$ cat config.mk
export PLATFORM = sky130hd
export DESIGN_NAME = conv_top
export DESIGN_NICKNAME = d
export VERILOG_FILES = /design/src/conv_pkg.sv /design/src/conv_ifs.sv /design/src/conv_sequencer.sv /design/src/conv_top.sv /design/src/kernel_regs.sv /design/src/line_buffer.sv /design/src/mac_unit.sv
export SDC_FILE = /design/constraint.sdc
export NUM_CORES = 1
export LEC_CHECK = 0
export ABC_AREA = 1
export BUFFER_PORTS_ARGS = -buffer_cell sky130_fd_sc_hd__buf_2
export CORE_MARGIN = 5
export CORE_UTILIZATION = 63
export DETAILED_ROUTE_END_ITERATION = 6
export PLACE_DENSITY = 0.88
export SYNTH_ARGS = -nofsm -noshare
export SYNTH_HDL_FRONTEND = slang
export SYNTH_SLANG_ARGS = --single-unit
$ cat constraint.sdc
create_clock -name clk -period 10.48 [get_ports clk]
set_clock_uncertainty 0.1 [all_clocks]
set_input_delay 2.096 -clock clk [delete_from_list [all_inputs] [get_ports clk]]
set_output_delay 2.096 -clock clk [all_outputs]
set_load 0.005 [all_outputs]
$ cat src/conv_pkg.sv
package conv_pkg;

    // pixel stream and kernel coefficients
    typedef logic [7:0] pixel_t;                 // unsigned grayscale sample
    typedef logic signed [7:0] weight_t;         // signed kernel coefficient

    // a full 9 x 255 x 128 sum needs 19 bits plus sign, 24 leaves headroom
    typedef logic signed [23:0] acc_t;

    // relu output, never negative
    typedef logic [23:0] result_t;

    // tap index inside the 3x3 window, row-major 0..8
    typedef logic [3:0] tap_t;

    // cycles from the last enabled mac input until acc has settled
    localparam int mac_latency = 2;

endpackage

$ cat src/conv_ifs.sv
interface window_if #(
    parameter int img_width = 8
) ();
    import conv_pkg::*;

    logic                         win_valid;   // three full rows are held
    logic                         row_done;    // drop the oldest row
    logic [$clog2(img_width)-1:0] tap_col;     // left column of the window
    tap_t                         tap;         // tap being read
    pixel_t                       tap_pixel;   // pixel under that tap

    modport buffer (
        input  row_done,
        input  tap_col,
        input  tap,
        output win_valid,
        output tap_pixel
    );

    modport seq (
        input  win_valid,
        input  tap_pixel,
        output row_done,
        output tap_col,
        output tap
    );

endinterface

interface mac_if ();
    import conv_pkg::*;

    logic    clr;   // zero the pipeline and the accumulator
    logic    en;    // a and b carry a valid pair this cycle
    pixel_t  a;
    weight_t b;
    acc_t    acc;

    modport ctrl (output clr, output en, output a, output b, input acc);
    modport mac (input clr, input en, input a, input b, output acc);

endinterface

$ cat src/conv_sequencer.sv
module conv_sequencer #(
    parameter int img_width  = 8,
    parameter int img_height = 8
) (
    input  logic              clk,
    input  logic              rst,
    window_if.seq             win,
    mac_if.ctrl               m,
    output conv_pkg::tap_t    tap_sel,
    input  conv_pkg::weight_t weight,
    output logic              res_req,
    input  logic              res_ack,
    output conv_pkg::result_t res_data,
    output logic              frame_done
);
    import conv_pkg::*;

    localparam int col_w    = $clog2(img_width);
    localparam int row_w    = $clog2(img_height);
    localparam int wait_w   = $clog2(mac_latency + 1);
    localparam int last_col = img_width - 3;    // last left edge of a window
    localparam int last_row = img_height - 3;   // last top row of a window
    localparam int last_tap = 8;

    typedef enum logic [2:0] {
        st_idle,
        st_clr,
        st_feed,
        st_wait,
        st_res,
        st_ack_low,
        st_flush
    } state_t;

    state_t            state;
    logic [col_w-1:0]  col;
    logic [row_w-1:0]  row;
    tap_t              tap;
    logic [wait_w-1:0] wait_cnt;
    logic [1:0]        flush_cnt;    // extra row drops still owed at frame end
    logic              row_done;

    assign win.tap_col  = col;
    assign win.tap      = tap;
    assign win.row_done = row_done;
    assign tap_sel      = tap;

    // mac feed follows the tap counter, pixel and weight arrive in the same cycle
    assign m.clr = (state == st_clr);
    assign m.en  = (state == st_feed);
    assign m.a   = win.tap_pixel;
    assign m.b   = weight;

    always_ff @(posedge clk) begin
        if (rst) begin
            state      <= st_idle;
            col        <= '0;
            row        <= '0;
            tap        <= '0;
            wait_cnt   <= '0;
            flush_cnt  <= '0;
            row_done   <= 1'b0;
            frame_done <= 1'b0;
            res_req    <= 1'b0;
        end else begin
            row_done   <= 1'b0;
            frame_done <= 1'b0;
            case (state)
                st_idle: begin
                    // buffer has not yet seen a drop that is still in flight
                    if (win.win_valid && !row_done) begin
                        state <= st_clr;
                    end
                end
                st_clr: begin
                    tap   <= '0;
                    state <= st_feed;
                end
                st_feed: begin
                    if (tap == tap_t'(last_tap)) begin
                        tap      <= '0;
                        wait_cnt <= '0;
                        state    <= st_wait;
                    end else begin
                        tap <= tap + 1'b1;
                    end
                end
                st_wait: begin
                    if (wait_cnt == wait_w'(mac_latency - 1)) begin
                        res_data <= (m.acc > 0) ? result_t'(m.acc) : '0; // relu
                        res_req  <= 1'b1;
                        state    <= st_res;
                    end else begin
                        wait_cnt <= wait_cnt + 1'b1;
                    end
                end
                st_res: begin
                    if (res_ack) begin
                        res_req <= 1'b0;
                        state   <= st_ack_low;
                    end
                end
                st_ack_low: begin
                    if (!res_ack) begin
                        if (col != col_w'(last_col)) begin
                            col   <= col + 1'b1;
                            state <= st_clr;
                        end else if (row != row_w'(last_row)) begin
                            col      <= '0;
                            row      <= row + 1'b1;
                            row_done <= 1'b1;
                            state    <= st_idle;
                        end else begin
                            // empty all three rows so the next frame starts clean
                            col        <= '0;
                            row        <= '0;
                            row_done   <= 1'b1;
                            frame_done <= 1'b1;
                            flush_cnt  <= 2'd2;
                            state      <= st_flush;
                        end
                    end
                end
                st_flush: begin
                    if (flush_cnt != 2'd0) begin
                        row_done  <= 1'b1;
                        flush_cnt <= flush_cnt - 1'b1;
                    end else begin
                        state <= st_idle;
                    end
                end
                default: state <= st_idle;
            endcase
        end
    end

endmodule

$ cat src/conv_top.sv
module conv_top #(
    parameter int img_width  = 8,
    parameter int img_height = 8
) (
    input  logic              clk,
    input  logic              rst,
    input  logic              cfg_req,
    output logic              cfg_ack,
    input  conv_pkg::tap_t    cfg_addr,
    input  conv_pkg::weight_t cfg_wdata,
    input  logic              pix_req,
    output logic              pix_ack,
    input  conv_pkg::pixel_t  pix_data,
    output logic              res_req,
    input  logic              res_ack,
    output conv_pkg::result_t res_data,
    output logic              frame_done
);
    import conv_pkg::*;

    tap_t    tap_sel;
    weight_t weight;

    window_if #(.img_width(img_width)) win_bus ();
    mac_if mac_bus ();

    kernel_regs u_kernel_regs (
        .clk       (clk),
        .rst       (rst),
        .cfg_req   (cfg_req),
        .cfg_ack   (cfg_ack),
        .cfg_addr  (cfg_addr),
        .cfg_wdata (cfg_wdata),
        .tap_sel   (tap_sel),
        .weight    (weight)
    );

    line_buffer #(.img_width(img_width)) u_line_buffer (
        .clk      (clk),
        .rst      (rst),
        .pix_req  (pix_req),
        .pix_ack  (pix_ack),
        .pix_data (pix_data),
        .win      (win_bus.buffer)
    );

    mac_unit u_mac_unit (
        .clk (clk),
        .rst (rst),
        .m   (mac_bus.mac)
    );

    conv_sequencer #(
        .img_width  (img_width),
        .img_height (img_height)
    ) u_conv_sequencer (
        .clk        (clk),
        .rst        (rst),
        .win        (win_bus.seq),
        .m          (mac_bus.ctrl),
        .tap_sel    (tap_sel),
        .weight     (weight),
        .res_req    (res_req),
        .res_ack    (res_ack),
        .res_data   (res_data),
        .frame_done (frame_done)
    );

endmodule

$ cat src/kernel_regs.sv
module kernel_regs (
    input  logic              clk,
    input  logic              rst,
    input  logic              cfg_req,
    output logic              cfg_ack,
    input  conv_pkg::tap_t    cfg_addr,
    input  conv_pkg::weight_t cfg_wdata,
    input  conv_pkg::tap_t    tap_sel,
    output conv_pkg::weight_t weight
);
    import conv_pkg::*;

    localparam int num_taps = 9;

    // horizontal edge detector, top row negative and bottom row positive
    localparam weight_t edge_kernel [num_taps] = '{
        -8'sd1, -8'sd1, -8'sd1,
         8'sd0,  8'sd0,  8'sd0,
         8'sd1,  8'sd1,  8'sd1
    };

    weight_t kernel [num_taps];
    logic    addr_ok;

    assign addr_ok = (cfg_addr < tap_t'(num_taps)); // out of range writes are dropped

    // four-phase write responder, one write per handshake
    always_ff @(posedge clk) begin
        if (rst) begin
            cfg_ack <= 1'b0;
            for (int i = 0; i < num_taps; i++) begin
                kernel[i] <= edge_kernel[i];
            end
        end else begin
            if (cfg_ack) begin
                if (!cfg_req) begin
                    cfg_ack <= 1'b0;        // requester released, close the cycle
                end
            end else if (cfg_req) begin
                cfg_ack <= 1'b1;
                if (addr_ok) begin
                    kernel[cfg_addr] <= cfg_wdata;
                end
            end
        end
    end

    // weight lookup for the sequencer, no latency
    always_comb begin
        if (tap_sel < tap_t'(num_taps)) begin
            weight = kernel[tap_sel];
        end else begin
            weight = '0;
        end
    end

endmodule

$ cat src/line_buffer.sv
module line_buffer #(
    parameter int img_width = 8
) (
    input  logic             clk,
    input  logic             rst,
    input  logic             pix_req,
    output logic             pix_ack,
    input  conv_pkg::pixel_t pix_data,
    window_if.buffer         win
);
    import conv_pkg::*;

    localparam int col_w = $clog2(img_width);

    pixel_t [img_width-1:0] rows [3];   // row 0 is the oldest

    logic [1:0]       rows_full;        // complete rows held, 0..3
    logic [col_w-1:0] wr_col;           // next column of the row being filled
    logic [1:0]       wr_row;
    logic             take;
    logic             row_complete;
    logic [1:0]       tap_row;
    logic [1:0]       tap_off;

    assign win.win_valid = (rows_full == 2'd3);

    // a sample is taken on the rising edge of pix_ack only
    assign take = pix_req && !pix_ack && !win.win_valid;
    assign row_complete = take && (wr_col == col_w'(img_width - 1));

    // the row being filled moves up together with the others on row_done
    assign wr_row = rows_full - 2'(win.row_done);

    always_ff @(posedge clk) begin
        if (rst) begin
            pix_ack   <= 1'b0;
            rows_full <= '0;
            wr_col    <= '0;
        end else begin
            if (pix_ack) begin
                if (!pix_req) begin
                    pix_ack <= 1'b0;
                end
            end else if (take) begin
                pix_ack <= 1'b1;
            end
            if (take) begin
                wr_col <= row_complete ? '0 : wr_col + 1'b1;
            end
            rows_full <= rows_full - 2'(win.row_done) + 2'(row_complete);
        end
    end

    // pixel storage, rotated like a shift register of rows
    always_ff @(posedge clk) begin
        if (win.row_done) begin
            rows[0] <= rows[1];
            rows[1] <= rows[2];
        end
        if (take) begin
            rows[wr_row][wr_col] <= pix_data;   // lands after the shift
        end
    end

    // window read, row-major tap order
    always_comb begin
        tap_row = 2'(win.tap / 4'd3);
        tap_off = 2'(win.tap % 4'd3);
    end

    assign win.tap_pixel = rows[tap_row][win.tap_col + col_w'(tap_off)];

endmodule

$ cat src/mac_unit.sv
module mac_unit (
    input logic clk,
    input logic rst,
    mac_if.mac  m
);
    import conv_pkg::*;

    // unsigned pixel gets a zero sign bit before the signed multiply
    localparam int prod_w = $bits(pixel_t) + 1 + $bits(weight_t);

    logic signed [prod_w-1:0] product;
    logic signed [prod_w-1:0] prod_q;   // stage one result
    logic                     en_q;     // stage one valid

    assign product = $signed({1'b0, m.a}) * m.b;

    // stage one registers the product, stage two accumulates it
    always_ff @(posedge clk) begin
        if (rst || m.clr) begin
            en_q   <= 1'b0;
            prod_q <= '0;
            m.acc  <= '0;
        end else begin
            en_q   <= m.en;
            prod_q <= product;
            if (en_q) begin
                m.acc <= m.acc + acc_t'(prod_q); // sign extended to acc width
            end
        end
    end

endmodule

==> flow_results.org <==
** Final layout
- For this run, the post-layout net count is 3061.
- Once layout is done, the placed cells without fillers occupy 27820 sq um.
- The post-route netlist has 5.107% of its cells at a drive strength greater than 1.
- From synthesis to final layout, the design area changed by 8.751%.
- The repair_antennas step left the layout with diodes totalling 0.
- Share of the core filled with cells :: 69.69%

** Die
- Row generation in the floorplan step produced 73 rows.
- Core Area :: 39910 sq um
- From bottom edge to top edge, the die measures 211.5 um.
- The die is 211.5 um wide.
- During I/O placement, the number of pins put on the boundary was 53.
- Die Outline Area :: 44730 sq um
- Effective utilization at floorplan :: 64.08%

** Global routing
- Global-route congestion overflow total :: 0
- GRT Overall Usage :: 28.74%
- The first global-routing pass estimated 102.4 mm of wire.
- Antenna violations before repair :: 0
- Largest net degree at the start of global routing :: 99
- The number of global-route vias before repair is 19680.

** Clock tree
- In this run the number of H-tree levels came out at 2.
- Number of instances resized during post-cts repair :: 0
- Insertion delay to the later sink of the worst-skew pair :: 0.61 ns
- Buffers inserted during clock tree synthesis total 50.
- Clock Path Buffers :: 3
- Clock transition at the registers of the reported paths :: 0.06 ns
- Once the clock tree was built, the setup fixing pass inserted 0 buffers.
- TritonCTS built the clock tree.
- Clock sinks :: 481
- Hold buffer count at cts :: 0
- Root Buffer :: clkbuf_16

** Logic synthesis
- Seq cells post-synth :: 481
- Synthesis warning total :: 0
- Average instance area after synthesis :: 8.900 sq um
- After synthesis the cells add up to 25580 sq um.
- Most area-consuming cells after synthesis :: edfxtp_1 48%, nand2_1 10%, inv_1 6.5%, dfxtp_1 5.7%, o21ai_0 4.8%
- XOR/XNOR Fraction of Synth Area :: 0.7191%
- Number of cells produced by synthesis :: 2874
- Most frequent cells after synthesis :: 688 x nand2_1, 443 x inv_1, 408 x edfxtp_1, 273 x nor2_1, 247 x o21ai_0
- Number of distinct library cells after synthesis :: 48
- For this run, asynchronously set or reset flops after synthesis account for 0%.
- Fraction of the mapped netlist area in compound gates :: 12.09%
- Multiplexer fraction of the synthesized cell area :: 0.04402%
- After synthesis, the largest family of logic cells by area is simple AND/OR/NAND/NOR gates.
- The synthesized netlist devotes 6.917% of its cell area to adder and majority cells.
- Portion of the post-synthesis area used by sequential elements :: 53.61%
- edfxtp_1 takes more of the synthesized area than any other cell.
- Top-area cell type share of the netlist area :: 47.90%
- In the synthesized netlist the dominant register cell turns out to be edfxtp_1.
- Number of flops mapped to enable cells by yosys :: 408
- Synth Area in Simple Gates :: 17.61%
- Yosys instantiated no cell more often than nand2_1.

** Setup path
- Critical path's largest stage delay :: 0.85 ns
- STA classifies the critical path startpoint as a flop.
- The worst setup path is captured at a flop.
- Setup Crit Path Kind :: flop to flop
- Largest driver fanout on the critical path :: 65
- STA puts the critical path data required time at 10.85 ns.
- Logic depth of the worst register-to-register path :: 38
- Slowest stage cell on the critical path :: xnor2_1
- Data on the critical path arrives at its endpoint at 9.29 ns.

** Route
- Routed via count divided by cell count :: 5.922
- Detailed-routing iteration count for the pre-antenna-repair pass :: 6
- Routed via count :: 20620
- Residual DRC count :: 0
- Mean routed wirelength per cell :: 18.90 um
- For this block, the routed nets add up to 65.80 mm of wire.
- Count of routing violations after the opening detailed-route iteration :: 2666
- In this run the remaining antenna-violating nets after routing total 0.

** Timing
- Post-route worst hold slack :: 0.3656 ns
- Slack of the critical path :: 1.561 ns
- The worst pin sits at a relative slew slack of 18.45%.
- Of the available clock period, the critical path in the final layout requires 85.10%.
- Timing would allow up to 112.1 MHz.
- Setup repair after global routing left no endpoint under its margin.
- Setup violations remaining at the end of the flow were counted as 0.
- At the pin with the least slew margin, the transition time is 1.221 ns.
- Final number of hold-violating endpoints :: 0
- Adding up every negative setup slack in the final design gives 0 ns.
- Final-report max-slew violation count :: 0
- Post-layout min period :: 8.919 ns

** Place
- The HPWL after detailed placement is 43.22 mm.
- The congestion estimate from routability-driven global placement came to 0.9637.
- Once placement finished, the instance area stood at 26230 sq um.
- The count of buffers added on input and output ports is 52.
- OpenSTA, run right after detailed placement, puts the worst setup slack at 1.756 ns.

** Run
- Across the run, the number of max-cap violations was 0.

** Power
- LEAKAGE :: 12.14 nW
- For this design the ratio of total power to cell area is 297.0 nW/um^2.
- Max IR drop VDD :: 710.6 uV

** Min path
- Path category of the worst min-delay check :: flop to flop
- Depth of the worst hold-timing path :: 2

** Status
- The run finished with clean final reports.
[critical path, delay by kind of cell (launching register included)]
family                   cells  cell delay, ns
buffers and inverters       10            1.62
XOR/XNOR                     2            1.12
flip-flops                   1            0.35
adder cells (fa/ha/maj)      9            3.40
AO/OA/AOI/OAI                4            0.59
AND/OR/NAND/NOR             13            1.60
[kinds of logic (layout without fill, tap and decap cells)]
logic type	Yosys count	in the layout
buf+inv	582	609
mux	1	1
compound gates	542	542
other cells	1	57
simple gates	1128	1128
fa+ha+maj	118	118
xor+xnor	21	21
flops	481	481
[layout make-up]
class	count	area (sq um)
fillers	2937	12100
repair buffers	65	357.8
inverters	453	1702
clock inverters	17	166.4
clock buffers	74	1425
well taps	525	656.9
multi-input cells	1867	9794
flip-flops and latches	481	13710
[worst paths after layout]
| path | from | endpoint | slack, ns |
|---|---|---|---|
| hold / removal | u_conv_sequencer.flush_cnt[1]$_SDFFE_PP0P_ | u_conv_sequencer.flush_cnt[1]$_SDFFE_PP0P_ | 0.37 |
| setup / recovery | u_conv_sequencer.tap_sel[3]$_SDFFE_PP0N_ | u_mac_unit.prod_q[14]$_SDFF_PP0_ | 1.56 |
| setup reg to reg | u_conv_sequencer.tap_sel[3]$_SDFFE_PP0N_ | u_mac_unit.prod_q[14]$_SDFF_PP0_ | 1.56 |
| hold reg to reg | u_conv_sequencer.flush_cnt[1]$_SDFFE_PP0P_ | u_conv_sequencer.flush_cnt[1]$_SDFFE_PP0P_ | 0.37 |
[metal layers]
metal  up-vias  GRT usage, %  share of wire [%]
li1       9576             -                  -
met1      9539         37.00                 37
met2      1274         48.18                 49
met3       231         4.861                9.7
met4         0         12.88                4.7
met5         -             0                  0
[registers in the layout, summed over array words and instances (netlist names), 2 cells and up, named ones only]
register / count
u_conv_sequencer.flush_cnt: 2
u_conv_sequencer.res_data: 24
u_conv_sequencer.row: 3
u_conv_sequencer.state: 3
u_conv_sequencer.tap_sel: 4
u_conv_sequencer.wait_cnt: 2
u_conv_sequencer.win.tap_col: 3
u_kernel_regs.kernel: 128
u_line_buffer.rows: 256
u_line_buffer.rows_full: 2
u_line_buffer.wr_col: 3
u_mac_unit.m.acc: 24
u_mac_unit.prod_q: 17
[layout by cell type (no fill, tap or decap), types with 52 or more instances in the layout]
cell | Yosys | routed
nand3_1 | 115 | 115
edfxtp_1 | 408 | 408
a31oi_1 | 128 | 128
a21oi_1 | 90 | 90
nor2_1 | 273 | 271
ha_1 | 79 | 79
o21ai_0 | 247 | 247
dfxtp_1 | 73 | 72
nand2_1 | 688 | 688
buf_2 | 22 | 52
clkbuf_16 | 0 | 53
conb_1 | 1 | 57
inv_1 | 443 | 442
[through the flow]
step / total power [mW] / cells
floorplan: 5.574 / 2930
global placement: 6.346 / 3391
detailed placement: 6.481 / 3391
CTS: 8.244 / 3482
global route: 9.031 / 3482
finish: 8.263 / 3482
[power by group]
part	switching (mW)	internal [mW]
combinational	2.73	1.54
clock	0.736	1.01
sequential	0.0564	2.19
total	3.52	4.74
(Power assumes the default switching activity.)
